[src/common/obi_pkg.sv]
package obi_pkg;

  // Bus data width and byte enables
  localparam int unsigned DATA_W = 32;
  localparam int unsigned BE_W   = DATA_W / 8;

  // Address map
  localparam logic [31:0] SRAM_BASE = 32'h0000_0000;
  localparam logic [31:0] REGS_BASE = 32'h0000_1000;
  localparam int unsigned REGS_SIZE = 16;

  // Register window offset field, enough for the 16 byte window
  localparam int unsigned REG_OFS_W = 4;

  // Register byte offsets, 0xC is reserved
  localparam logic [REG_OFS_W-1:0] REG_ID_OFS      = 4'h0;
  localparam logic [REG_OFS_W-1:0] REG_SCRATCH_OFS = 4'h4;
  localparam logic [REG_OFS_W-1:0] REG_WCOUNT_OFS  = 4'h8;

endpackage

[src/logic/obi_status_regs.sv]
`timescale 1ns/1ps

module obi_status_regs #(
  parameter int                    ADDR_WIDTH = 32,
  parameter int                    DATA_WIDTH = 32,
  parameter logic [DATA_WIDTH-1:0] ID_VALUE   = '0
) (
  input  logic                     s00_axi_aclk,
  input  logic                     reset_i,
  input  logic                     req_i,
  output logic                     gnt_o,
  input  logic                     we_i,
  input  logic [obi_pkg::BE_W-1:0] be_i,
  input  logic [ADDR_WIDTH-1:0]    addr_i,
  input  logic [DATA_WIDTH-1:0]    wdata_i,
  output logic                     rvalid_o,
  output logic [DATA_WIDTH-1:0]    rdata_o,
  output logic                     err_o
);

  logic [obi_pkg::REG_OFS_W-1:0] ofs;
  logic                          ofs_valid;
  logic [DATA_WIDTH-1:0]         scratch_q;
  logic [DATA_WIDTH-1:0]         wcount_q;
  logic                          rvalid_q;
  logic                          err_q;
  logic [DATA_WIDTH-1:0]         rdata_q;
  logic [DATA_WIDTH-1:0]         rd_word;

  assign ofs   = addr_i[obi_pkg::REG_OFS_W-1:0];
  assign gnt_o = req_i;

  // Read mux, reserved offset reads as zero with err
  always_comb begin
    ofs_valid = 1'b1;
    case (ofs)
      obi_pkg::REG_ID_OFS:      rd_word = ID_VALUE;
      obi_pkg::REG_SCRATCH_OFS: rd_word = scratch_q;
      obi_pkg::REG_WCOUNT_OFS:  rd_word = wcount_q;
      default: begin
        rd_word   = '0;
        ofs_valid = 1'b0;
      end
    endcase
  end

  always_ff @(posedge s00_axi_aclk) begin
    if (reset_i) begin
      scratch_q <= '0;
      wcount_q  <= '0;
      rvalid_q  <= 1'b0;
      err_q     <= 1'b0;
    end else begin
      rvalid_q <= req_i;
      err_q    <= req_i && !ofs_valid;
      if (req_i && we_i && ofs_valid) begin
        // ID and count ignore the data but the write still counts
        wcount_q <= wcount_q + DATA_WIDTH'(1);
        if (ofs == obi_pkg::REG_SCRATCH_OFS) begin
          for (int b = 0; b < obi_pkg::BE_W; b++) begin
            if (be_i[b]) begin
              scratch_q[8*b +: 8] <= wdata_i[8*b +: 8];
            end
          end
        end
      end
    end
  end

  always_ff @(posedge s00_axi_aclk) begin
    if (req_i) begin
      rdata_q <= we_i ? '0 : rd_word;
    end
  end

  assign rvalid_o = rvalid_q;
  assign rdata_o  = rdata_q;
  assign err_o    = err_q;

endmodule

[config.mk]
export PLATFORM = sky130hd
export DESIGN_NAME = obi_status_regs
export DESIGN_NICKNAME = d
export VERILOG_FILES = /design/src/common/obi_pkg.sv /design/src/logic/obi_status_regs.sv
export SDC_FILE = /design/constraint.sdc
export NUM_CORES = 1
export LEC_CHECK = 0
export BUFFER_PORTS_ARGS = -buffer_cell sky130_fd_sc_hd__buf_2
export CAP_MARGIN = 20
export CORE_ASPECT_RATIO = 0.7
export CORE_MARGIN = 10
export CORE_UTILIZATION = 45
export CTS_BUF_LIST = sky130_fd_sc_hd__clkbuf_4
export DETAILED_ROUTE_END_ITERATION = 8
export PLACE_DENSITY = 0.72
export SLEW_MARGIN = 20
export SYNTH_ARGS = -nofsm -noshare
export SYNTH_HDL_FRONTEND = slang
export SYNTH_SLANG_ARGS = --single-unit
[constraint.sdc]
create_clock -name s00_axi_aclk -period 3.7 [get_ports s00_axi_aclk]
set_input_delay 0.185 -clock s00_axi_aclk [delete_from_list [all_inputs] [get_ports s00_axi_aclk]]
set_output_delay 0.185 -clock s00_axi_aclk [all_outputs]
set_load 0.1 [all_outputs]
==> results.yml <==
route:
  dr_total_vias: 3491
  post-route-drc-count: 0
  drt_first_pass_iters: 5
  wl_per_cell_um: 16.4
  wirelength_mm: 10.3
  viasPerCell: 5.53
  ant_nets: 0
  drtIter0Drc: 242
timing:
  worstMarginPinSlew_ns: 0.690
  setup_slack_ns: 1.46
  fmax_mhz: 446
  fin_crit_sh_pct: 60.6
  rsz0062_at_grt: "false"
  setup_viol_count_final: 0
  clock_skew_ns: 0.00920
  finalHoldViolations: 0
  setup_tns_ns: 0
  period_minus_slack_ns: 2.24
  fin_hold_ws_ns: 0.0263
  drv_slew: 0
  relSlewSlack_pct: 54.0
die:
  fp.dieH_um: 101
  ios: 107
  die-area_um2: 13600
  placementRows: 29
  fp.coreArea_um2: 9070
  chipWidth_um: 135
  initial_core_util_pct: 46.2
final_layout:
  fillerInstances: 802
  areaGrowthSynthToFinish_pct: 20.7
  nNetsFinal: 574
  fin_area_um2: 5050
  drive_above_1_share_pct: 20.4
  final_util_pct: 55.7
  stdcell_count: 631
setup_path:
  cp_max_fo: 43
  crit_start: "we_i"
  startpoint_type: "input port"
  crit_path_end_kind: "flop"
  required_ns: 4.02
  reg2reg_from: "wcount_q[3]$_SDFFE_PP0P_"
  path_class: "input port to flop"
  arrival_ns: 2.56
synth:
  synth_nets: 485
  yosysSeqAreaShare_pct: 54.5
  synth.area.mux_share_pct: 7.92
  synthCells: 412
  ys_ff_latch: 98
  synth_xor_area_share_pct: 1.46
  async_reset_ff_share_pct: 0
  avgSynthCellArea_um2: 10.2
  synth-edff-count: 32
  synthSimpleGateAreaFrac_pct: 18.9
  synth_area_um2: 4190
  synth-compound-area-share_pct: 12.9
  yosysWarnings: 0
  synth.distinct_cells: 35
  synthAdderAreaFrac_pct: 0.299
  dominantRegCellSynth: "dfxtp_1"
  synth_top_family_by_area: "simple AND/OR/NAND/NOR gates"
place:
  place_hpwl_mm: 7.02
  portBuffers: 78
  placed_cell_area_um2: 4620
  dp_slack_ns: 1.04
  dp_cells: 585
  gp_congestion: 0.806
status:
  status: "finished clean"
global_routing:
  grt_pass1_vias: 3366
  grt_usage_pct: 15.1
  antenna_found_initial: 0
  grt_pass1_wl_mm: 17.0
  grt_overflow: 0
  grt_max_degree: 44
clocking:
  post_cts_resized: 0
  cts_max_path_buffers: 2
  post_cts_buffers: 0
  htree_levels: 3
  cts_sinks: 98
  path_clk_slew_ns: 0.14
  cts_buffers: 9
  root_buffer: "clkbuf_4"
  cts_tree: "built"
  clock_latency_ns: 0.42
job:
  max_cap_violations: 0
pwr:
  p_leak_nw: 2.01
  ir_drop_v: 0.000150
  p_per_area_nw_per_um2: 375
  p_total_mw: 1.90
hold_path:
  min_path_type: "input port to flop"
  min-delay-start: "wdata_i[13]"
[report_power, final]
group	total, mW	internal (mW)	switching [mW]
Combinational	0.215	0.0532	0.162
Clock	0.555	0.220	0.335
Sequential	1.13	1.12	0.00451
Total	1.90	1.40	0.502
[flip-flops by register name, summed over array words and instances (netlist names)]
name	count
rdata_o	32
rvalid_o	1
wcount_q	32
err_o	1
scratch_q	32
[per-layer routing]
metal	GRT usage, %	wire (um)	vias to the layer above
met3	4.98	811	2
li1	-	-	1711
met5	0	0	-
met1	20.6	5030	1646
met2	22.8	4450	132
met4	3.38	57	0
[cells by family after synthesis]
logic type                 Yosys count
and+or+nand+nor                    154
AOI/OAI and AO/OA                   81
adders and majority gates            1
buffers and inverters               38
muxes                               33
xor gates and xnor gates             7
DFF                                 98
[critical path, stage by stage]
cell and delay, ns:
buf_2 0.54, nand2_2 0.29, or4_4 0.81, nor4_1 0.35, mux2_1 0.35
[placed cells by master, fill, tap and decap left out, types with 2 or more instances in the layout]
cell type      synthesis  final
nor2_1                73     73
a22oi_1               32     32
buf_4                  1      4
clkinvlp_4             0      2
nor4b_2                0      2
or4_1                 22     22
dlygate4sd3_1          0     29
xnor2_1                6      6
nor4_1                 5      5
mux2i_1               32     32
edfxtp_1              32     32
a21oi_1               24     24
buf_2                  1     78
nand2_1               10     10
nand3_1               14     14
and4_1                 4      4
clkinv_2               0      2
nand4_1                9      9
o31ai_1               20     20
inv_1                  5      5
or3_1                  5      5
dfxtp_1               66     66
and2_1                 2      2
clkbuf_4               0     11
o21ai_0                4      4
nor2b_1                2      2
[Yosys cell counts (all sizes together), types with 5 or more instances]
library cell / number / area (um2)
nor2: 73 / 274
dfxtp: 66 / 1320
a22oi: 32 / 240
edfxtp: 32 / 961
mux2i: 32 / 320
clkbuf: 26 / 97.6
a21oi: 24 / 120
or4: 23 / 176
o31ai: 20 / 150
nand3: 14 / 70.1
nand2: 11 / 43.8
nand4: 10 / 68.8
buf: 7 / 53.8
xnor2: 6 / 52.6
inv: 5 / 18.8
nor4: 5 / 31.3
or3: 5 / 31.3
[path summary, 6_finish.rpt]
path | to | slack (ns) | cells past startpoint
setup reg to reg | wcount_q[25]$_SDFFE_PP0P_ | 1.53 | 4
hold / removal | scratch_q[13]$_SDFFE_PP0P_ | 0.03 | 3
hold reg to reg | wcount_q[31]$_SDFFE_PP0P_ | 0.50 | 2
setup / recovery | wcount_q[25]$_SDFFE_PP0P_ | 1.46 | 5
[cell type report]
cell class                      instances  area [um2]  area share [%]
Multi-Input combinational cell        276        1750            34.6
Sequential cell                        98        2280            45.1
Clock inverter                          5        55.1            1.09
Tap cell                              124         155            3.07
Inverter                                5        18.8           0.371
Antenna cell                            1        2.50          0.0495
Timing Repair Buffer                  111         711            14.1
Clock buffer                           11        82.6            1.63
[repair_timing]
item                                   in CTS  in global routing
endpoints found under the hold margin      28                  1
setup endpoints to repair                   0                  0
hold buffers                               28                  1
(Power assumes the default switching activity.)
