**config.mk**
```make
export PLATFORM = sky130hd
export DESIGN_NAME = obi_splitter
export DESIGN_NICKNAME = d
export VERILOG_FILES = /design/src/common/obi_pkg.sv /design/src/logic/obi_splitter.sv
export SDC_FILE = /design/constraint.sdc
export NUM_CORES = 1
export LEC_CHECK = 0
export ABC_CLOCK_PERIOD_IN_PS = 1700
export BUFFER_PORTS_ARGS = -buffer_cell sky130_fd_sc_hd__buf_4
export CAP_MARGIN = 20
export CORE_AREA = 2 2 123 125
export DETAILED_ROUTE_END_ITERATION = 10
export DIE_AREA = 0 0 125 127
export GPL_TIMING_DRIVEN = 0
export HOLD_SLACK_MARGIN = 0.08
export SYNTH_ARGS = -nofsm -noshare
export SYNTH_HDL_FRONTEND = slang
export SYNTH_SLANG_ARGS = --single-unit
export TNS_END_PERCENT = 100
```
**constraint.sdc**
```tcl
create_clock -name s00_axi_aclk -period 1.7 [get_ports s00_axi_aclk]
set_clock_uncertainty 0.05 [all_clocks]
set_input_delay 0.085 -clock s00_axi_aclk [delete_from_list [all_inputs] [get_ports s00_axi_aclk]]
set_output_delay 0.085 -clock s00_axi_aclk [all_outputs]
set_load 0.01 [all_outputs]
```
**src/common/obi_pkg.sv**
```systemverilog
package obi_pkg;

  // Bus data width and byte enables
  localparam int unsigned DATA_W = 32;
  localparam int unsigned BE_W   = DATA_W / 8;

  // Address map
  localparam logic [31:0] SRAM_BASE = 32'h0000_0000;
  localparam logic [31:0] REGS_BASE = 32'h0000_1000;
  localparam int unsigned REGS_SIZE = 16;

  // Register window offset field, enough for the 16 byte window
  localparam int unsigned REG_OFS_W = 4;

  // Register byte offsets, 0xC is reserved
  localparam logic [REG_OFS_W-1:0] REG_ID_OFS      = 4'h0;
  localparam logic [REG_OFS_W-1:0] REG_SCRATCH_OFS = 4'h4;
  localparam logic [REG_OFS_W-1:0] REG_WCOUNT_OFS  = 4'h8;

endpackage

```
**src/logic/obi_splitter.sv**
```systemverilog
`timescale 1ns/1ps

module obi_splitter #(
  parameter int ADDR_WIDTH = 32,
  parameter int DATA_WIDTH = 32,
  parameter int SRAM_DEPTH = 256
) (
  input  logic                     s00_axi_aclk,
  input  logic                     reset_i,

  // From the bridge
  input  logic                     m_req_i,
  output logic                     m_gnt_o,
  input  logic                     m_we_i,
  input  logic [obi_pkg::BE_W-1:0] m_be_i,
  input  logic [ADDR_WIDTH-1:0]    m_addr_i,
  input  logic [DATA_WIDTH-1:0]    m_wdata_i,
  output logic                     m_rvalid_o,
  output logic [DATA_WIDTH-1:0]    m_rdata_o,
  output logic                     m_err_o,

  // SRAM target
  output logic                     sram_req_o,
  input  logic                     sram_gnt_i,
  output logic                     sram_we_o,
  output logic [obi_pkg::BE_W-1:0] sram_be_o,
  output logic [ADDR_WIDTH-1:0]    sram_addr_o,
  output logic [DATA_WIDTH-1:0]    sram_wdata_o,
  input  logic                     sram_rvalid_i,
  input  logic [DATA_WIDTH-1:0]    sram_rdata_i,
  input  logic                     sram_err_i,

  // Register target
  output logic                     regs_req_o,
  input  logic                     regs_gnt_i,
  output logic                     regs_we_o,
  output logic [obi_pkg::BE_W-1:0] regs_be_o,
  output logic [ADDR_WIDTH-1:0]    regs_addr_o,
  output logic [DATA_WIDTH-1:0]    regs_wdata_o,
  input  logic                     regs_rvalid_i,
  input  logic [DATA_WIDTH-1:0]    regs_rdata_i,
  input  logic                     regs_err_i
);

  localparam logic [ADDR_WIDTH-1:0] SRAM_LO = ADDR_WIDTH'(obi_pkg::SRAM_BASE);
  localparam logic [ADDR_WIDTH-1:0] SRAM_HI =
    ADDR_WIDTH'(obi_pkg::SRAM_BASE + SRAM_DEPTH * obi_pkg::BE_W);
  localparam logic [ADDR_WIDTH-1:0] REGS_LO = ADDR_WIDTH'(obi_pkg::REGS_BASE);
  localparam logic [ADDR_WIDTH-1:0] REGS_HI =
    ADDR_WIDTH'(obi_pkg::REGS_BASE + obi_pkg::REGS_SIZE);

  typedef enum logic [1:0] {
    ROUTE_SRAM,
    ROUTE_REGS,
    ROUTE_ERR
  } route_e;

  route_e route_q;
  logic   err_rvalid_q;
  logic   sram_hit;
  logic   regs_hit;

  assign sram_hit = (m_addr_i >= SRAM_LO) && (m_addr_i < SRAM_HI);
  assign regs_hit = (m_addr_i >= REGS_LO) && (m_addr_i < REGS_HI);

  // Targets see window-relative addresses
  assign sram_req_o   = m_req_i && sram_hit;
  assign sram_we_o    = m_we_i;
  assign sram_be_o    = m_be_i;
  assign sram_addr_o  = m_addr_i - SRAM_LO;
  assign sram_wdata_o = m_wdata_i;

  assign regs_req_o   = m_req_i && regs_hit;
  assign regs_we_o    = m_we_i;
  assign regs_be_o    = m_be_i;
  assign regs_addr_o  = m_addr_i - REGS_LO;
  assign regs_wdata_o = m_wdata_i;

  // Unmapped requests are granted here
  assign m_gnt_o = sram_hit ? sram_gnt_i : (regs_hit ? regs_gnt_i : m_req_i);

  always_ff @(posedge s00_axi_aclk) begin
    if (reset_i) begin
      route_q      <= ROUTE_SRAM;
      err_rvalid_q <= 1'b0;
    end else begin
      err_rvalid_q <= m_req_i && m_gnt_o && !sram_hit && !regs_hit;
      if (m_req_i && m_gnt_o) begin
        route_q <= sram_hit ? ROUTE_SRAM : (regs_hit ? ROUTE_REGS : ROUTE_ERR);
      end
    end
  end

  // Response merge
  always_comb begin
    case (route_q)
      ROUTE_SRAM: begin
        m_rvalid_o = sram_rvalid_i;
        m_rdata_o  = sram_rdata_i;
        m_err_o    = sram_err_i;
      end
      ROUTE_REGS: begin
        m_rvalid_o = regs_rvalid_i;
        m_rdata_o  = regs_rdata_i;
        m_err_o    = regs_err_i;
      end
      default: begin
        m_rvalid_o = err_rvalid_q;
        m_rdata_o  = '0;
        m_err_o    = 1'b1;
      end
    endcase
  end

endmodule

```
==> run metrics, run 1 <==
WS Path Type input port to primary output; Initial DRC Count between 60 and 70; mapped cell area 0.00201 mm^2; Die Ht 127 um; DP Cell Count 745; Worst VDD drop 0.289 mV; largest area contributor in the netlist buf_4; critical path arrival 1.98 ns; RSZ-0062 raised after global routing yes; Max clock buf depth 2; vias in the first global route 2,694; layout cells sized above 1 0.793; Cells after Synth between 200 and 300; count of warnings emitted by yosys 0; Final min period 2.12 ns; initial antenna violation count 0; DR vias 2,796; routed wire length 9920 um; drt wl/cell 12.9 um; Clock Sinks 3; FP Rows between 40 and 50; first-pass GRT wire length 14,100 um; cts bufs inserted 3; CORE AREA 0.0144 mm^2; CP startpoint kind input port; Slew Limit Fails 0; Static Leak 0.00251 uW; maximum clock rate approximately 470 MHz; Total GRT Usage 0.109; Area Growth Syn to Fin 142%; CP endpoint kind primary output; CTS root buffer clkbuf_16; Net count, final 729; global placement routability congestion roughly 0.72; number of max-cap violations 0; vias per cell 3.64; top cells by area, synth buf_4 44%, mux2i_1 16%, nor2_1 7.9%, xor2_1 5.7%, dfxtp_1 3.0%; post-route ant nets 0; CTS tree done; crit-path max cell delay between 0.5 and 0.6 ns; CTS H-tree depth 1; Yosys reg bits 3; Post-route DRC 0; slowest cell on the critical path or4_4; Reg clk slew, reported paths ~0.030 ns; Hold Crit Start sram_gnt_i; worst min path class input port to flip-flop; Final WS setup -0.415 ns; IO Port Bufs about 280; Clock Latency Late Sink ~0.22 ns; commonest non-fill, non-tap cell in the layout buf_4; DP HPWL 8710 um; failing checks setup timing; Seq/Total Area, Yosys 0.0299; crit-path max FO 4; slew of the pin with the lowest slew margin 0.450 ns; Slew Limit Headroom 0.697; Worst Path Required 1.56 ns; Setup TNS -2.01 ns; syn nets between 400 and 500; critical path launch point m_addr_i[13]; gr ovfl total 0; Initial Util 0.139; most frequent cells in the layout 405 x buf_4, 38 x nor2_1, 33 x mux2i_1; status finished with violations; cell family with most CP delay simple AND/OR/NAND/NOR gates; setup violators final 11; ANT cells 0; die area 0.0159 mm^2; Crit path depth 8; PwrDens 322 mW/mm^2; Avg Synthesized Cell Area 7.09 um^2; Synth top area share 0.441; DIE WIDTH 125 um; Pre-antenna DRT Iters 4; Synth cell types 35; hold depth 4; # IOs 317; worst r2r src route_q[0]; worst path cell trace buf_8 -> or4_4 -> or3_4 -> or3_4 -> buf_4 -> nor2_2 -> xor2_1 -> buf_4; largest net degree at the start of global routing 11; FF-to-FF path depth 3; Final Hold Fails 0; final cell count without fillers 768; worst path bufs/invs 3; Final Cycle Share 1.24
where the power goes:
part	total [uW]	switching, uW	internal [uW]
combinational	1110	428	685
clock	369	59.8	309
sequential	79.9	5.97	73.9
total	1560	493	1070
flip-flops by register name, indices dropped and copies added, names as in the netlist:
| signal | cells |
|---|---|
| err_rvalid_q | 1 |
| route_q | 2 |
layout make-up:
cell class                      count  area [um^2]
Buffer                            125          927
Tap cell                          184          230
Clock buffer                        4         78.8
Fill cell                        1568         9570
Multi-Input combinational cell    149         1240
Sequential cell                     3         61.3
Inverter                            4         17.5
Timing Repair Buffer              299         2300
routing by layer:
metal	global-route usage	vias to the layer above	wire (um)
met1	0.135	1249	3850
met2	0.209	116	5470
met5	0	-	0
met4	0.00392	0	0
li1	-	1431	-
met3	0.0197	0	604
worst paths after layout:
| check | end | slack, ns |
|---|---|---|
| min reg2reg | route_q[1] | 0.70 |
| max reg2reg | route_q[0] | 0.56 |
| min | route_q[0] | 0.15 |
| max | regs_addr_o[27] | -0.42 |
synthesized netlist by cell type:
| master | number |
|---|---|
| nand2b_1 | 1 |
| o31a_1 | 1 |
| or3_1 | 2 |
| a31o_2 | 1 |
| ha_1 | 2 |
| xnor2_1 | 2 |
| a2bb2oi_1 | 1 |
| nand4_1 | 2 |
| a21oi_1 | 5 |
| nor3_1 | 5 |
| dfxtp_1 | 3 |
| and2b_2 | 1 |
| o22ai_1 | 1 |
| or4_4 | 1 |
| nand3_1 | 1 |
| or2_2 | 1 |
| nor4_1 | 5 |
| o31ai_1 | 2 |
| nor3_2 | 1 |
| clkbuf_1 | 8 |
| inv_1 | 4 |
| o41ai_1 | 1 |
| or3_4 | 2 |
| mux2i_1 | 33 |
| buf_4 | 118 |
| nor2b_1 | 1 |
| nor3b_1 | 2 |
| o21ai_0 | 4 |
| nand2_1 | 11 |
| nor2_1 | 42 |
| nor4_4 | 1 |
| buf_1 | 1 |
| xor2_1 | 13 |
| or4_1 | 3 |
| a211o_1 | 1 |
what timing repair did:
| item | in CTS | in global routing |
|---|---|---|
| hold buffers | 1 | 0 |
| endpoints found under the setup margin | 48 | 28 |
| gates resized for setup | 40 | 32 |
| buffers inserted | 13 | 9 |
| hold endpoints to repair | 2 | 0 |
| pin swaps | 15 | 23 |
logic make-up (layout without fill, tap and decap cells):
kind of cell,Yosys count,in the layout,synth area share
DFF,3,3,0.0299
adders and majority gates,2,2,0.0125
and+or+nand+nor,82,82,0.207
muxes,33,33,0.165
xor gates and xnor gates,15,15,0.0655
AOI/OAI and AO/OA,17,17,0.0549
buffers and inverters,131,432,0.466
worst min-delay path, stage by stage:
cell and delay (ns):
buf_4 0.10, o41ai_1 0.08, nand2_1 0.07, a21oi_2 0.05
stage by stage:
step | cell area (um^2) | power [uW] | hold slack, ns | utilization | worst slack, ns
6_report | 4860 | 1560 | 0.154 | 0.337 | -0.415
5_1_grt | 4860 | 1650 | 0.173 | 0.337 | -0.467
4_1_cts | 4660 | 1550 | 0.146 | 0.323 | -0.484
3_5_place_dp | 4330 | 1140 | 0.223 | 0.300 | -0.536
3_3_place_gp | 4330 | 1140 | 0.224 | 0.300 | -0.561
2_1_floorplan | 2010 | 524 | 0.104 | - | -0.227
No activity file was read; power rests on OpenSTA's default activity.
==> inputs of run 2 (changes only) <==
ABC_CLOCK_PERIOD_IN_PS = 1800   (was 1700)
clock period = 1.8 ns   (was 1.7 ns; I/O delays follow)
==> run metrics, run 2 (synthesis gave the netlist of run 1 again) <==
status finished with violations; failing checks setup timing; leading registers by flop count route_q: 2 flops, err_rvalid_q: 1 flops; DR vias 2,771; FP Rows 44; Hold Crit Start sram_gnt_i; Setup TNS -1.18 ns; maximum clock rate ~470 MHz; vias in the first global route about 2,700; Final Cycle Share 1.18; Static Leak 0.00244 uW; Net count, final 724; ANT cells 0; multi-input logic area 0.00115 mm^2; max reg flops 2; RSZ-0062 raised after global routing yes; Die Ht 127 um; FF-to-FF path depth 3; crit-path max FO 4; WS Path Type input port to primary output; number of max-cap violations 0; Clock Sinks 3; Slew Limit Fails 0; CTS tree done; commonest non-fill, non-tap cell in the layout buf_4; drt wl/cell approximately 13 um; Post-Layout Inst Area 0.00469 mm^2; CP startpoint kind input port; CP endpoint kind primary output; initial antenna violation count 0; DIE WIDTH 125 um; slowest cell on the critical path or4_4; vias per cell 3.63; FF+latch area 61.3 um^2; cts bufs inserted 3; # fillers 1,581; worst r2r src route_q[0]; CTS H-tree depth 1; crit-path max cell delay 0.53 ns; WHS Endpoint route_q[0]; Final WS setup -0.324 ns; PwrDens 310 mW/mm^2; Final min period 2.12 ns; Worst VDD drop 0.271 mV; Post-route DRC 0; most frequent cells in the layout 405 x buf_4, 39 x nor2_1, 33 x mux2i_1; IO Port Bufs roughly 280; largest net degree at the start of global routing 11; routed wire length 9780 um; slew of the pin with the lowest slew margin between 0.4 and 0.5 ns; worst min path class input port to flip-flop; worst path cell trace buf_8 -> or4_4 -> or3_4 -> or3_4 -> buf_4 -> nor2_2 -> xor2_1 -> buf_4; Slew Limit Headroom 0.705; Area after DPL 0.00433 mm^2; Worst Path Required 1.66 ns; pre-CTS setup slack -0.446 ns; post-route ant nets 0; Max clock buf depth 2; Initial Util 0.139; critical path arrival ~2.0 ns; setup violators final 9; Clock Latency Late Sink around 0.22 ns; gr ovfl total 0; CORE AREA ~0.014 mm^2; die area 0.0159 mm^2; Top reg by flops route_q; worst hold margin 0.148 ns; layout cells sized above 1 0.772; first-pass GRT wire length roughly 14,000 um; hold depth 4; Reg clk slew, reported paths around 0.03 ns; Final Hold Fails 0; Area Growth Syn to Fin 134%; # IOs about 320; CTS root buffer clkbuf_16; flop2flop setup slack 0.66 ns; DP HPWL 8710 um; r2r endpoint route_q[0]; Pre-antenna DRT Iters 4; global placement routability congestion 0.719; Total GRT Usage 0.108; Initial DRC Count between 60 and 70
-- run 2: worst max path at each step --
stage                 startpoint               to  slack, ns  depth (start not counted)
floorplan           m_addr_i[12]  regs_addr_o[31]      -0.14                          5
global placement    m_addr_i[12]  regs_addr_o[31]      -0.47                          7
detailed placement  m_addr_i[12]  regs_addr_o[31]      -0.45                          7
CTS                 m_addr_i[13]  regs_addr_o[31]      -0.39                          7
global route        m_addr_i[13]  regs_addr_o[27]      -0.38                          8
finish              m_addr_i[13]  regs_addr_o[27]      -0.32                          8
-- run 2: worst max-delay path, delay by kind of cell --
kind	cells	cell delay, ns
xor gates and xnor gates	1	0.14
and+or+nand+nor	4	1.38
buffers and inverters	3	0.38
-- run 2: layout make-up --
cell class	count	share of cell area
flip-flops and latches	3	0.0131
inverters	4	0.00373
well taps	184	0.0491
clock buffers	4	0.0168
plain buffers	125	0.196
repair buffers	294	0.476
multi-input cells	149	0.245
-- run 2: power by group --
group	internal (uW)	leakage (uW)	switching, uW
Combinational	635	0.00238	395
Sequential	69.8	0.0000253	5.92
Clock	292	0.0000382	56.2
-- run 2: per-stage QoR --
| step | utilization | instances | power [uW] |
|---|---|---|---|
| final | 0.325 | 763 | 1450 |
| after CTS | 0.317 | 756 | 1450 |
| after detailed placement | 0.300 | 745 | 1080 |
| after global placement | 0.300 | 745 | 1070 |
| after global routing | 0.325 | 763 | 1540 |
| after floorplan | - | 283 | 495 |
-- run 2: per-layer routing --
layer	wire, um	share of wire	up-vias	track usage
met5	0	0	-	0
met4	0	0	0	0.00392
met3	609	0.062	0	0.0193
met2	5280	0.54	116	0.205
met1	3890	0.40	1239	0.134
li1	-	-	1416	-
-- run 2: timing repair --
action	in CTS	in global routing
hold buffers	1	0
cloned	0	0
hold endpoints to repair	2	0
gates resized for setup	25	22
pin swaps	11	15
setup endpoints to repair	41	21
buffers inserted	8	7
==> inputs of run 3 (changes only) <==
ABC_CLOCK_PERIOD_IN_PS = 2000   (was 1800)
CORE_AREA = 2 2 124 126   (was 2 2 123 125)
DIE_AREA = 0 0 126 128   (was 0 0 125 127)
RECOVER_POWER = 100   (was not set)
SETUP_SLACK_MARGIN = 0.02   (was not set)
clock period = 2 ns   (was 1.8 ns; I/O delays follow)
==> run metrics, run 3 (synthesis gave the netlist of run 1 again) <==
cts bufs inserted 3; Final Hold Fails 0; CP endpoint kind primary output; CTS root buffer clkbuf_16; global placement routability congestion between 0.7 and 0.8; CP startpoint kind input port; Slew Limit Headroom 0.676; Slew Limit Fails 0; routed wire length ~9700 um; flop2flop setup slack 0.77 ns; Worst Path Required roughly 1.9 ns; CTS H-tree depth 1; PwrDens between 200 and 300 mW/mm^2; max layer used met4; Clock Sinks 3; slowest cell on the critical path or4_4; setup violators final 3; # fillers 1,723; critical path arrival 1.94 ns; largest net degree at the start of global routing 11; vias in the first global route around 2,600; max reg flops 2; DP Cell Count 749; ANT cells 0; Worst path most repeated cell or3_4; CORE AREA between 0.01 and 0.015 mm^2; commonest non-fill, non-tap cell in the layout buf_4; Reg clk slew, reported paths 0.03 ns; die area 0.0161 mm^2; metal3 WL 604 um; most frequent cells in the layout 289 x buf_4, 114 x clkbuf_1, 41 x nor2_1; FP Rows 45; layout cells sized above 1 0.557; Static Leak 0.00198 uW; DP HPWL roughly 8500 um; Final WS setup -0.0869 ns; Hold Crit Start sram_gnt_i; Gate power share 0.685; Initial Util 0.135; worst min path class input port to flip-flop; Pre-antenna DRT Iters 4; leading registers by flop count route_q: 2 flops, err_rvalid_q: 1 flops; slew of the pin with the lowest slew margin 0.487 ns; Area Growth Syn to Fin 105%; worst r2r src route_q[0]; WS Path Type input port to primary output; Post-route DRC 0; first-pass GRT wire length 13,500 um; DR vias between 2,000 and 3,000; worst path cell trace buf_8 -> or4_4 -> or3_4 -> or3_4 -> nor4_4 -> xor2_1 -> buf_4; crit-path max cell delay 0.54 ns; Post-Layout Inst Area approximately 0.0041 mm^2; r2r endpoint route_q[0]; Clock power frac 0.262; Initial DRC Count 64; final cell count without fillers 759; Max clock buf depth 2; Die Ht 128 um; sequential share of power 0.053; met2 WL around 5000 um; DIE WIDTH 126 um; Final min period 2.09 ns; wl on met1 3990 um; FF-to-FF path depth 3; hold depth 4; initial antenna violation count 0; Net count, final about 720; status finished with violations; switching pwr 403 uW; number of max-cap violations 0; Total GRT Usage 0.104; drt wl/cell 12.7 um; Clock Latency Late Sink approximately 0.22 ns; maximum clock rate roughly 480 MHz; Top reg by flops route_q; # IOs 317; Area after DPL 0.00433 mm^2; post-route ant nets 0; RSZ-0062 raised after global routing yes; switch share 0.336; internal power about 800 uW; CTS tree done; vias per cell 3.59; pre-CTS setup slack -0.373 ns; worst hold margin approximately 0.16 ns; Final Cycle Share 1.04; WHS Endpoint route_q[0]; crit-path max FO 4; failing checks setup timing; IO Port Bufs 278; gr ovfl total 0; Worst VDD drop 0.171 mV
-- run 3: changes by cell type in the layout (fill, tap and decap cells not counted), sizes merged --
cell | previous run | this run
buf | 412 | 292
clkbuf | 10 | 122
-- run 3: layout make-up --
cell class	instances	area (um^2)	share of cell area
Clock buffer	4	78.8	0.0191
Buffer	126	921	0.223
Timing Repair Buffer	285	1740	0.422
Tap cell	188	235	0.0571
Sequential cell	3	61.3	0.0149
Inverter	4	15.0	0.00364
Multi-Input combinational cell	149	1070	0.260
-- run 3: worst max path at each step --
| stage | end | cells after the start | startpoint |
|---|---|---|---|
| floorplan | regs_addr_o[31] | 5 | m_addr_i[12] |
| global placement | regs_addr_o[28] | 9 | m_addr_i[12] |
| detailed placement | regs_addr_o[28] | 9 | m_addr_i[12] |
| CTS | regs_addr_o[29] | 7 | m_addr_i[12] |
| global route | regs_addr_o[29] | 7 | m_addr_i[12] |
| finish | regs_addr_o[29] | 7 | m_addr_i[12] |
-- run 3: critical path: cells and delay by family --
kind,cells,cell delay [ns]
XOR/XNOR,1,0.17
AND/OR/NAND/NOR,4,1.43
buffers and inverters,2,0.24
-- run 3: power groups by stage --
stage / combinational [uW] / sequential, uW / clock [uW]
after floorplan: 381 / 64.0 / 0
after global placement: 901 / 64.1 / 0
after detailed placement: 906 / 64.2 / 0
after CTS: 921 / 63.3 / 320
after global routing: 881 / 63.5 / 327
final: 820 / 63.3 / 314
-- run 3: stage by stage --
stage	total power, uW	utilization	TNS, ns
3_3_place_gp	965	0.291	-4.14
4_1_cts	1300	0.303	-0.140
6_report	1200	0.277	-0.134
5_1_grt	1270	0.277	-0.403
3_5_place_dp	970	0.291	-4.02
2_1_floorplan	445	-	0
-- run 3: repair_timing --
| item | in CTS | in global routing |
|---|---|---|
| hold endpoints to repair | 2 | 0 |
| endpoints found under the setup margin | 38 | 29 |
| buffers inserted | 3 | 3 |
| resized for setup | 16 | 6 |
| pin swaps | 3 | 2 |
| hold buffers | 1 | 0 |
-- run 3: per-layer routing --
metal	track usage	vias up
li1	-	1399
met1	0.136	1195
met2	0.182	124
met3	0.0150	4
met4	0.0181	0
met5	0	-
