--- src/common/axil_pkg.sv ---
package axil_pkg;

  // Response field width on the B and R channels
  localparam int unsigned RESP_W = 2;

  // Protection field width on AW and AR
  localparam int unsigned PROT_W = 3;

  // Response codes used by this slave
  localparam logic [RESP_W-1:0] RESP_OKAY   = 2'b00;
  localparam logic [RESP_W-1:0] RESP_SLVERR = 2'b10;

endpackage

--- src/common/obi_pkg.sv ---
package obi_pkg;

  // Bus data width and byte enables
  localparam int unsigned DATA_W = 32;
  localparam int unsigned BE_W   = DATA_W / 8;

  // Address map
  localparam logic [31:0] SRAM_BASE = 32'h0000_0000;
  localparam logic [31:0] REGS_BASE = 32'h0000_1000;
  localparam int unsigned REGS_SIZE = 16;

  // Register window offset field, enough for the 16 byte window
  localparam int unsigned REG_OFS_W = 4;

  // Register byte offsets, 0xC is reserved
  localparam logic [REG_OFS_W-1:0] REG_ID_OFS      = 4'h0;
  localparam logic [REG_OFS_W-1:0] REG_SCRATCH_OFS = 4'h4;
  localparam logic [REG_OFS_W-1:0] REG_WCOUNT_OFS  = 4'h8;

endpackage

--- src/axi2obi/axi2obi.sv ---
`timescale 1ns/1ps

module axi2obi #(
  parameter int ADDR_WIDTH = 32,
  parameter int DATA_WIDTH = 32
) (
  input  logic                        s00_axi_aclk,
  input  logic                        reset_i,

  // AXI4-Lite write address and data
  input  logic [ADDR_WIDTH-1:0]       s00_axi_awaddr_i,
  input  logic [axil_pkg::PROT_W-1:0] s00_axi_awprot_i,
  input  logic                        s00_axi_awvalid_i,
  output logic                        s00_axi_awready_o,
  input  logic [DATA_WIDTH-1:0]       s00_axi_wdata_i,
  input  logic [obi_pkg::BE_W-1:0]    s00_axi_wstrb_i,
  input  logic                        s00_axi_wvalid_i,
  output logic                        s00_axi_wready_o,

  // AXI4-Lite write response
  output logic [axil_pkg::RESP_W-1:0] s00_axi_bresp_o,
  output logic                        s00_axi_bvalid_o,
  input  logic                        s00_axi_bready_i,

  // AXI4-Lite read address and data
  input  logic [ADDR_WIDTH-1:0]       s00_axi_araddr_i,
  input  logic [axil_pkg::PROT_W-1:0] s00_axi_arprot_i,
  input  logic                        s00_axi_arvalid_i,
  output logic                        s00_axi_arready_o,
  output logic [DATA_WIDTH-1:0]       s00_axi_rdata_o,
  output logic [axil_pkg::RESP_W-1:0] s00_axi_rresp_o,
  output logic                        s00_axi_rvalid_o,
  input  logic                        s00_axi_rready_i,

  // OBI manager side
  output logic                        req_o,
  input  logic                        gnt_i,
  output logic                        we_o,
  output logic [obi_pkg::BE_W-1:0]    be_o,
  output logic [ADDR_WIDTH-1:0]       addr_o,
  output logic [DATA_WIDTH-1:0]       wdata_o,
  input  logic                        rvalid_i,
  input  logic [DATA_WIDTH-1:0]       rdata_i,
  input  logic                        err_i
);

  typedef enum logic [1:0] {
    IDLE,
    REQ,
    WAIT,
    RESP
  } state_e;

  state_e                        state_q;
  logic                          is_write_q;
  logic [ADDR_WIDTH-1:0]         addr_q;
  logic [DATA_WIDTH-1:0]         wdata_q;
  logic [obi_pkg::BE_W-1:0]      strb_q;
  logic [DATA_WIDTH-1:0]         rdata_q;
  logic [axil_pkg::RESP_W-1:0]   resp_q;
  logic                          ar_hs;
  logic                          aw_hs;
  logic                          resp_done;

  // Read wins when both address channels are valid in IDLE
  assign ar_hs = (state_q == IDLE) && s00_axi_arvalid_i;
  assign aw_hs = (state_q == IDLE) && !s00_axi_arvalid_i &&
                 s00_axi_awvalid_i && s00_axi_wvalid_i;

  assign s00_axi_arready_o = ar_hs;
  assign s00_axi_awready_o = aw_hs;
  assign s00_axi_wready_o  = aw_hs;

  assign resp_done = is_write_q ? s00_axi_bready_i : s00_axi_rready_i;

  // The prot fields are not checked
  always_ff @(posedge s00_axi_aclk) begin
    if (reset_i) begin
      state_q    <= IDLE;
      is_write_q <= 1'b0;
    end else begin
      case (state_q)
        IDLE: begin
          if (ar_hs) begin
            state_q    <= REQ;
            is_write_q <= 1'b0;
          end else if (aw_hs) begin
            state_q    <= REQ;
            is_write_q <= 1'b1;
          end
        end
        REQ: begin
          if (gnt_i) begin
            state_q <= WAIT;
          end
        end
        WAIT: begin
          if (rvalid_i) begin
            state_q <= RESP;
          end
        end
        RESP: begin
          if (resp_done) begin
            state_q <= IDLE;
          end
        end
        default: state_q <= IDLE;
      endcase
    end
  end

  // Latch request fields on acceptance
  always_ff @(posedge s00_axi_aclk) begin
    if (ar_hs) begin
      addr_q <= s00_axi_araddr_i;
    end else if (aw_hs) begin
      addr_q  <= s00_axi_awaddr_i;
      wdata_q <= s00_axi_wdata_i;
      strb_q  <= s00_axi_wstrb_i;
    end
  end

  // Capture the OBI response for the AXI side
  always_ff @(posedge s00_axi_aclk) begin
    if ((state_q == WAIT) && rvalid_i) begin
      rdata_q <= rdata_i;
      resp_q  <= err_i ? axil_pkg::RESP_SLVERR : axil_pkg::RESP_OKAY;
    end
  end

  assign req_o   = (state_q == REQ);
  assign we_o    = is_write_q;
  assign be_o    = is_write_q ? strb_q : '1;
  assign addr_o  = addr_q;
  assign wdata_o = wdata_q;

  assign s00_axi_rvalid_o = (state_q == RESP) && !is_write_q;
  assign s00_axi_rdata_o  = rdata_q;
  assign s00_axi_rresp_o  = resp_q;
  assign s00_axi_bvalid_o = (state_q == RESP) && is_write_q;
  assign s00_axi_bresp_o  = resp_q;

endmodule

--- config.mk ---
export PLATFORM = sky130hd
export DESIGN_NAME = axi2obi
export DESIGN_NICKNAME = d
export VERILOG_FILES = /design/src/common/axil_pkg.sv /design/src/common/obi_pkg.sv /design/src/axi2obi/axi2obi.sv
export SDC_FILE = /design/constraint.sdc
export NUM_CORES = 1
export LEC_CHECK = 0
export BUFFER_PORTS_ARGS = -buffer_cell sky130_fd_sc_hd__buf_2
export CAP_MARGIN = 25
export CORE_ASPECT_RATIO = 0.7
export CORE_MARGIN = 2
export CORE_UTILIZATION = 25
export DETAILED_ROUTE_END_ITERATION = 16
export GPL_TIMING_DRIVEN = 0
export PLACE_DENSITY = 0.59
export SLEW_MARGIN = 20
export SYNTH_ARGS = -nofsm -noshare
export SYNTH_HDL_FRONTEND = slang
export SYNTH_SLANG_ARGS = --single-unit
--- constraint.sdc ---
create_clock -name s00_axi_aclk -period 4.36 [get_ports s00_axi_aclk]
set_clock_uncertainty 0.05 [all_clocks]
set_input_delay 0.872 -clock s00_axi_aclk [delete_from_list [all_inputs] [get_ports s00_axi_aclk]]
set_output_delay 0.872 -clock s00_axi_aclk [all_outputs]
set_load 0.005 [all_outputs]
==> results.json, run 1 <==
{
  "synthAdderAreaFrac": 0.01337,
  "setup_slack_ns": 1.713,
  "clk_pin_slew_worst_paths_ns": 0.07,
  "max_cap_viol_count": 0,
  "outcome": "completed",
  "post_cts_resized": 0,
  "pre_cts_ws_ns": 1.729,
  "seq_area_sq_mm": 0.003093,
  "min_path_type": "flip-flop to flip-flop",
  "io-pin-count": 259,
  "syn_inst": 179,
  "holdBufCountCts": 0,
  "required_ns": 3.44,
  "rows": 37,
  "root_buffer": "clkbuf_16",
  "numCtsBuffers": 9,
  "period_minus_slack_ns": 2.647,
  "post_cts_buffers": 0,
  "power.total_mw": 2.757,
  "drt-total-wl_microns": 9076,
  "die_w_microns": 150.3,
  "hpwl_microns": 7114,
  "cts_tree": "built",
  "dieArea_sq_mm": 0.01598,
  "dr.pass1.iters": 4,
  "place_congestion": 0.7355,
  "ant_nets": 0,
  "vias": 2532,
  "htreeDepth": 3,
  "via_per_inst": 3.944,
  "synth_top_area_frac": 0.8102,
  "syn_to_final_growth_pct": 48.33,
  "yosysSeqAreaShare": 0.8262,
  "fin_tns_setup_ns": 0,
  "port_buffers": 250,
  "gr-total-overflow": 0,
  "syn_area_sq_mm": 0.003744,
  "crit_fanout": 10,
  "r2r_cells": 5,
  "critPathCaptureType": "output port",
  "synth-simple-area-share": 0.02674,
  "synth-compound-area-share": 0.01471,
  "synth_top_family_by_area": "multiplexers",
  "worst_pin_slew_ns": 0.7671,
  "crit_type": "flip-flop to output port",
  "grt_pass1_vias": 2736,
  "yosysWarnings": 0,
  "cp-start-kind": "flip-flop",
  "die_h_microns": 106.4,
  "drcViolationCount": 0,
  "avgSynthCellArea_sq_um": 20.91,
  "grt_setup_unrepaired": "no",
  "start_util": 0.2551,
  "period_share": 0.6071,
  "mostFrequentLayoutCells": "buf_2 (253), edfxtp_1 (101), mux2_2 (32)",
  "power.density_mw_per_mm2": 496.4,
  "synth_area_leader_cell": "edfxtp_1",
  "hold_depth": 2,
  "max_slew_margin": 0.4879,
  "fill_cells": 1430,
  "drive_gt1_frac": 0.6980,
  "coreArea_sq_mm": 0.01468,
  "ys_seq_elements": 104,
  "timing_hold_violations_final": 0,
  "drt_iter0_drc": 100,
  "multi_input_area_sq_um": 586.8,
  "synth-xor-area-share": 0,
  "grt_max_degree": 37,
  "max_freq_ghz": 0.3778,
  "antenna_found_initial": 0,
  "p_leak_nw": 2.395,
  "insertedDiodeCount": 0,
  "ir_drop_v": 0.0002016,
  "grt_pass1_wl_microns": 13400,
  "synthDistinctLibCells": 24,
  "drv_slew": 0,
  "setup_viol": 0,
  "wire_per_inst_microns": 14.14,
  "worstPathArrival_ns": 1.73,
  "fin_nets": 594,
  "yosys-top-cells-area": "edfxtp_1 (81%), mux2_2 (9.6%), dfxtp_1 (1.6%), ha_1 (1.3%), buf_4 (0.80%)",
  "synthMuxAreaShare": 0.09893,
  "clk_latency_ns": 0.34,
  "cts.path.max_buffers": 2,
  "clock_sinks": 104,
  "final_common_cell": "buf_2",
  "grt_use_total": 0.1101
}
## cell usage after synthesis (all sizes together)
cell      n
edfxtp  101
mux2     32
buf       7
inv       7
nand2     6
ha        4
or2b      4
dfxtp     3
a21oi     2
and2      2
a22oi     1
a311oi    1
a31o      1
a31oi     1
and2b     1
conb      1
mux2i     1
nand3     1
nand4     1
nor2      1
nor2b     1
## state kept, by name, indices dropped and copies added (netlist names)
| register | cells |
|---|---|
| wdata_o | 32 |
| strb_q | 4 |
| we_o | 1 |
| s00_axi_rdata_o | 32 |
| s00_axi_bresp_o | 1 |
| addr_o | 32 |
| state_q | 2 |
## per-stage QoR
step,cell area (sq um),cells,hold slack [ns],util
floorplan,3747,180,0.4669,-
detailed placement,5274,626,0.5173,0.3594
global placement,5243,625,0.5061,0.3572
global route,5553,642,0.5835,0.3784
CTS,5553,642,0.5293,0.3784
finish,5553,642,0.5256,0.3784
## final cells by class
type,count,share of cell area
clock buffer,9,0.04056
sequential,104,0.5570
timing repair buffer,251,0.2303
multi-input combinational,62,0.1057
buffer,7,0.008112
tap,195,0.04394
clock inverter,7,0.009689
inverter,7,0.004732
## critical path, stage by stage, from the launching register on
cell and delay (ns):
dfxtp_1 0.38, inv_1 0.08, ha_1 0.24, nand2_2 0.21, buf_2 0.30, inv_1 0.06
buf_2 0.12
## path summary, 6_finish.rpt
| path | startpoint | to | slack [ns] |
|---|---|---|---|
| hold reg to reg | we_o | we_o | 0.53 |
| setup / recovery | state_q[0] | s00_axi_arready_o | 1.71 |
| hold / removal | we_o | we_o | 0.53 |
| setup reg to reg | state_q[1] | strb_q[2] | 2.27 |
## cells by family (layout without fill, tap and decap cells)
group	Yosys count	after routing
fa+ha+maj	4	4
other cells	1	2
buf+inv	14	281
flops	104	104
simple gates	17	17
mux	33	33
compound gates	6	6
## per-layer routing
metal  vias to the layer above  track usage  wire, microns
met5                         -            0              0
met4                         0      0.03437            110
met3                         8      0.04163            887
met2                       143       0.1867           4402
met1                      1181       0.1292           3676
li1                       1200            -              -
## power breakdown
part	total, mW	leakage, nW	internal [mW]	switching [mW]
Clock	0.756	0.135	0.393	0.364
Combinational	0.624	1.30	0.304	0.320
Sequential	1.38	0.958	1.33	0.0465
Total	2.76	2.40	2.03	0.730
No activity file was read; power rests on OpenSTA's default activity.
==> inputs of run 2 (changes only) <==
- ABC_AREA: not set -> 1
- clock period: 4.36 -> 2.6 ns (I/O delays scaled with it)
==> run 2 against run 1 <==
Compared with the run above:
- via count up 14%
- area after synthesis up 0.70%
- sequential share of layout area down 0.46 points
- flip-flop and latch count unchanged
- die area up 0.68%
- cell count up 12%
- register-to-register slack worse by 1.8 ns
- total power up 73%
- synthesized cell count up 45%
- count of clock-buffer cells in the layout unchanged
- worst hold slack worse by 0.24 ns
- non-clock buffer count up 2
- highest routed layer unchanged
==> results.json, run 2 <==
{
  "crit_fanout": 10,
  "wire_per_inst_microns": 13.57,
  "dp.cells": 706,
  "drcViolationCount": 0,
  "drt_iter0_drc": 103,
  "clk_pin_slew_worst_paths_ns": 0.07,
  "die_w_microns": 150.8,
  "drv_slew": 0,
  "root_buffer": "clkbuf_16",
  "avgSynthCellArea_sq_um": 14.50,
  "r2r_setup_slack_ns": 0.46,
  "dr.pass1.iters": 4,
  "yosysWarnings": 0,
  "grt_pass1_vias": 2887,
  "max_slew_margin": 0.4902,
  "ys_top_cells_by_count": "nand2_1 (105), edfxtp_1 (101), inv_1 (14)",
  "reg2reg_to": "addr_o[30]",
  "fill_cells": 1476,
  "synth_edf_count": 101,
  "post_cts_resized": 0,
  "fin_tns_setup_ns": 0,
  "syn_inst": 260,
  "io-pin-count": 259,
  "synthDistinctLibCells": 16,
  "required_ns": 2.03,
  "dieArea_sq_mm": 0.01609,
  "final_cells": 722,
  "top_layer": "met4",
  "switching_power_mw": 1.281,
  "htreeDepth": 3,
  "crit_path_max_incr_delay_ns": 0.40,
  "drt-met1-wl_microns": 4058,
  "fin_nets": 674,
  "power.density_mw_per_mm2": 853.9,
  "synth_top_area_frac": 0.8045,
  "outcome": "completed",
  "wl_met2_microns": 4840,
  "grt_pass1_wl_microns": 14550,
  "internal_power_mw": 3.500,
  "drt-total-wl_microns": 9801,
  "cts.path.max_buffers": 2,
  "mostFrequentLayoutCells": "buf_2 (253), nand2_1 (104), edfxtp_1 (101)",
  "p_leak_nw": 2.601,
  "setup_viol": 0,
  "timing_hold_violations_final": 0,
  "holdWs_ns": 0.2892,
  "antenna_found_initial": 0,
  "holdBufCountCts": 0,
  "crit_type": "flip-flop to output port",
  "yosysSeqAreaShare": 0.8204,
  "ant_nets": 0,
  "r2r_cells": 5,
  "port_buffers": 250,
  "seq_area_sq_mm": 0.003093,
  "die_h_microns": 106.7,
  "critPathCaptureType": "output port",
  "comb_power_share": 0.207,
  "grt_max_degree": 37,
  "clock_sinks": 104,
  "syn_to_final_growth_pct": 48.52,
  "via_per_inst": 3.983,
  "post-route-cell-area_sq_mm": 0.005599,
  "yosys-top-cells-area": "edfxtp_1 (80%), nand2_1 (10%), dfxtp_1 (1.6%), buf_4 (1.4%), inv_1 (1.4%)",
  "final_common_cell": "buf_2",
  "pre_cts_ws_ns": 0.4488,
  "worstPathArrival_ns": 1.65,
  "swShare": 0.2680,
  "async_flop_share": 0,
  "grt_setup_unrepaired": "no",
  "max_freq_ghz": 0.4494,
  "min_path_type": "input pin to flip-flop",
  "period_minus_slack_ns": 2.225,
  "synth_flop_cell": "edfxtp_1",
  "setup_slack_ns": 0.3750,
  "worst_pin_slew_ns": 0.7620,
  "cp-start-kind": "flip-flop",
  "period_share": 0.8558,
  "ir_drop_v": 0.0003014,
  "gr-total-overflow": 0,
  "clkPwrFrac": 0.307,
  "numCtsBuffers": 9,
  "cpMaxStageDelayCell": "dfxtp_1",
  "cts_tree": "built",
  "fin_util": 0.3803,
  "critical_path.startpoint": "state_q[0]",
  "vias": 2876,
  "coreArea_sq_mm": 0.01472,
  "clk_latency_ns": 0.34,
  "post_cts_buffers": 0,
  "synth_area_leader_cell": "edfxtp_1",
  "power.total_mw": 4.781,
  "hpwl_microns": 7810,
  "syn_area_sq_mm": 0.003770,
  "cp-endpoint": "s00_axi_arready_o",
  "ys_seq_elements": 104,
  "max_cap_viol_count": 0,
  "drive_gt1_frac": 0.5408,
  "path_cells": "inv_1 > ha_1 > nand2_2 > inv_2 > buf_4 > buf_2",
  "dpl-instance-area_sq_mm": 0.005271,
  "insertedDiodeCount": 0,
  "p_seq_frac": 0.486,
  "multi_input_area_sq_um": 559.3,
  "place_congestion": 0.8204,
  "rows": 37,
  "r2r_start": "state_q[0]",
  "synth_most_common_cell": "nand2_1",
  "grt_use_total": 0.1200,
  "route.met3.wl_microns": 675,
  "start_util": 0.2561
}
[run 2: power by group through the flow]
| stage | registers, mW | clock network [mW] | logic (mW) |
|---|---|---|---|
| 2_1_floorplan | 2.40 | 0 | 0.415 |
| 3_3_place_gp | 2.36 | 0 | 0.965 |
| 3_5_place_dp | 2.36 | 0 | 1.01 |
| 4_1_cts | 2.33 | 1.52 | 1.01 |
| 5_1_grt | 2.35 | 1.59 | 1.12 |
| 6_report | 2.32 | 1.47 | 0.990 |
[run 2: kinds of logic after synthesis]
group / count (synthesis) / synth area share
flops: 104 / 0.8204
fa+ha+maj: 4 / 0.01328
compound gates: 3 / 0.003982
other cells: 1 / 0.0009947
simple gates: 123 / 0.1284
buf+inv: 25 / 0.03286
[run 2: worst max-delay path, delay by kind of cell (launching register included)]
family                   cells  cell delay [ns]
flip-flops                   1             0.40
adder cells (fa/ha/maj)      1             0.26
AND/OR/NAND/NOR              1             0.16
buffers and inverters        4             0.50
[run 2: routing by layer]
layer | track usage | vias up
met5 | 0 | -
met4 | 0.04940 | 0
met3 | 0.03745 | 19
met2 | 0.2055 | 124
met1 | 0.1398 | 1337
li1 | - | 1396
[run 2: cell type report]
class | count | share of cell area
repair buffers | 250 | 0.2235
plain buffers | 10 | 0.01207
well taps | 195 | 0.04358
inverters | 15 | 0.01006
multi-input cells | 132 | 0.09989
clock buffers | 9 | 0.04022
clock inverters | 7 | 0.01832
flip-flops and latches | 104 | 0.5524
[run 2: worst min path at each step]
stage                                   start  cells past startpoint     endpoint  slack [ns]
after floorplan                    state_q[0]                      2   state_q[0]        0.44
after global placement             state_q[0]                      2   state_q[0]        0.47
after detailed placement                 we_o                      2         we_o        0.49
after CTS                             reset_i                      2         we_o        0.28
after global routing      s00_axi_wdata_i[10]                      1  wdata_o[10]        0.27
final                                 reset_i                      2         we_o        0.29
==> inputs of run 3 (changes only) <==
- CTS_BUF_LIST: not set -> sky130_fd_sc_hd__clkbuf_8
==> run 3 against run 2 <==
Compared with the run above:
- critical path depth did not move
- critical endpoint unchanged
- first-iteration DRC count is 17% lower
- largest cell class unchanged
- cell count unchanged
- routed wire length decreased by 0.11%
- design area shrank 1.8%
- largest power group unchanged
- combinational power about the same
- total power fell by 7.2%
- highest routed layer unchanged
- global-route usage is 0.083 points lower
- flip-flop and latch count unchanged
==> results.json, run 3 (synthesis gave the netlist of run 2 again) <==
{
  "gr-total-overflow": 0,
  "worst_pin_slew_ns": 0.7616,
  "port_buffers": 250,
  "cts.path.max_buffers": 2,
  "vias": 2869,
  "ir_drop_v": 0.0002459,
  "power.density_mw_per_mm2": 807.3,
  "post_cts_resized": 0,
  "die_h_microns": 106.7,
  "io-pin-count": 259,
  "critPathBufInv": 4,
  "drcViolationCount": 0,
  "worstPathArrival_ns": 1.69,
  "place_congestion": 0.8204,
  "p_seq_frac": 0.523,
  "clk_pin_slew_worst_paths_ns": 0.11,
  "drive_gt1_frac": 0.5408,
  "die_w_microns": 150.8,
  "swShare": 0.2799,
  "cpMaxStageDelayCell": "dfxtp_1",
  "setup_slack_ns": 0.3365,
  "final_cells": 722,
  "grt_use_total": 0.1192,
  "dieArea_sq_mm": 0.01609,
  "max_freq_ghz": 0.4418,
  "period_minus_slack_ns": 2.263,
  "worst_path_dominant_cell_family": "buffers and inverters",
  "htreeDepth": 3,
  "crit_path_max_incr_delay_ns": 0.41,
  "crit_fanout": 10,
  "crit_type": "flip-flop to output port",
  "drt_iter0_drc": 86,
  "path_cells": "inv_1 > ha_1 > nand2_2 > inv_2 > buf_4 > buf_2",
  "fin_tns_setup_ns": 0,
  "syn_to_final_growth_pct": 45.83,
  "start_util": 0.2561,
  "clock_sinks": 104,
  "max_cap_viol_count": 0,
  "period_share": 0.8706,
  "ant_nets": 0,
  "antenna_found_initial": 0,
  "comb_power_share": 0.223,
  "p_leak_nw": 2.555,
  "fin_nets": 674,
  "switching_power_mw": 1.242,
  "hpwl_microns": 7810,
  "min_path_type": "input pin to flip-flop",
  "dr.pass1.iters": 4,
  "grt_max_degree": 37,
  "pre_cts_ws_ns": 0.4488,
  "outcome": "completed",
  "grt_setup_unrepaired": "no",
  "grt_pass1_wl_microns": 14550,
  "mostFrequentLayoutCells": "buf_2 (253), nand2_1 (104), edfxtp_1 (101)",
  "dp.cells": 706,
  "clk_latency_ns": 0.36,
  "internal_power_mw": 3.196,
  "rows": 37,
  "final_common_cell": "buf_2",
  "numCtsBuffers": 9,
  "holdBufCountCts": 0,
  "clkPwrFrac": 0.254,
  "timing_hold_violations_final": 0,
  "wire_per_inst_microns": 13.56,
  "grt_pass1_vias": 2904,
  "drt-total-wl_microns": 9790,
  "setup_viol": 0,
  "root_buffer": "clkbuf_8",
  "cp-start-kind": "flip-flop",
  "critPathCaptureType": "output port",
  "required_ns": 2.03,
  "drv_slew": 0,
  "via_per_inst": 3.974,
  "post_cts_buffers": 0,
  "max_slew_margin": 0.4904,
  "cts_tree": "built",
  "coreArea_sq_mm": 0.01472,
  "insertedDiodeCount": 0
}
run 3: power by group through the flow:
stage / sequential, mW / combinational, mW / clock, mW
floorplan: 2.40 / 0.415 / 0
global placement: 2.36 / 0.965 / 0
detailed placement: 2.36 / 1.01 / 0
CTS: 2.33 / 1.01 / 1.17
global route: 2.35 / 1.12 / 1.24
finish: 2.32 / 0.989 / 1.13
run 3: stage by stage:
step | power (mW) | utilization | hold WS, ns | area (sq um)
after floorplan | 2.816 | - | 0.4428 | 3774
after global placement | 3.322 | 0.3579 | 0.4683 | 5269
after detailed placement | 3.373 | 0.3581 | 0.4876 | 5271
after CTS | 4.513 | 0.3734 | 0.2405 | 5498
after global routing | 4.711 | 0.3734 | 0.2394 | 5498
final | 4.438 | 0.3734 | 0.2615 | 5498
run 3: path summary, 6_finish.rpt:
kind,depth (start not counted),from,slack (ns),to
max reg2reg,5,state_q[0],0.45,addr_o[30]
max,6,state_q[0],0.34,s00_axi_arready_o
min reg2reg,2,state_q[1],0.51,state_q[1]
min,2,reset_i,0.26,we_o
run 3: area by class of cell:
| type | count | area, sq um |
|---|---|---|
| Buffer | 10 | 67.56 |
| Clock buffer | 9 | 123.9 |
| Clock inverter | 7 | 102.6 |
| Fill cell | 1483 | 9224 |
| Inverter | 15 | 56.30 |
| Multi-Input combinational cell | 132 | 559.3 |
| Sequential cell | 104 | 3093 |
| Tap cell | 195 | 244.0 |
| Timing Repair Buffer | 250 | 1251 |
run 3: worst reg2reg max path, delay by kind of cell, from the launching register on:
family	cells	cell delay (ns)
flip-flops	1	0.41
AND/OR/NAND/NOR	2	0.64
adder cells (fa/ha/maj)	1	0.26
buffers and inverters	2	0.35
run 3: per-layer routing:
metal	track usage	vias to the layer above	routed length, microns
li1	-	1396	-
met1	0.1409	1333	4062
met2	0.2055	122	4870
met3	0.03319	18	660
met4	0.04740	0	197
met5	0	-	0
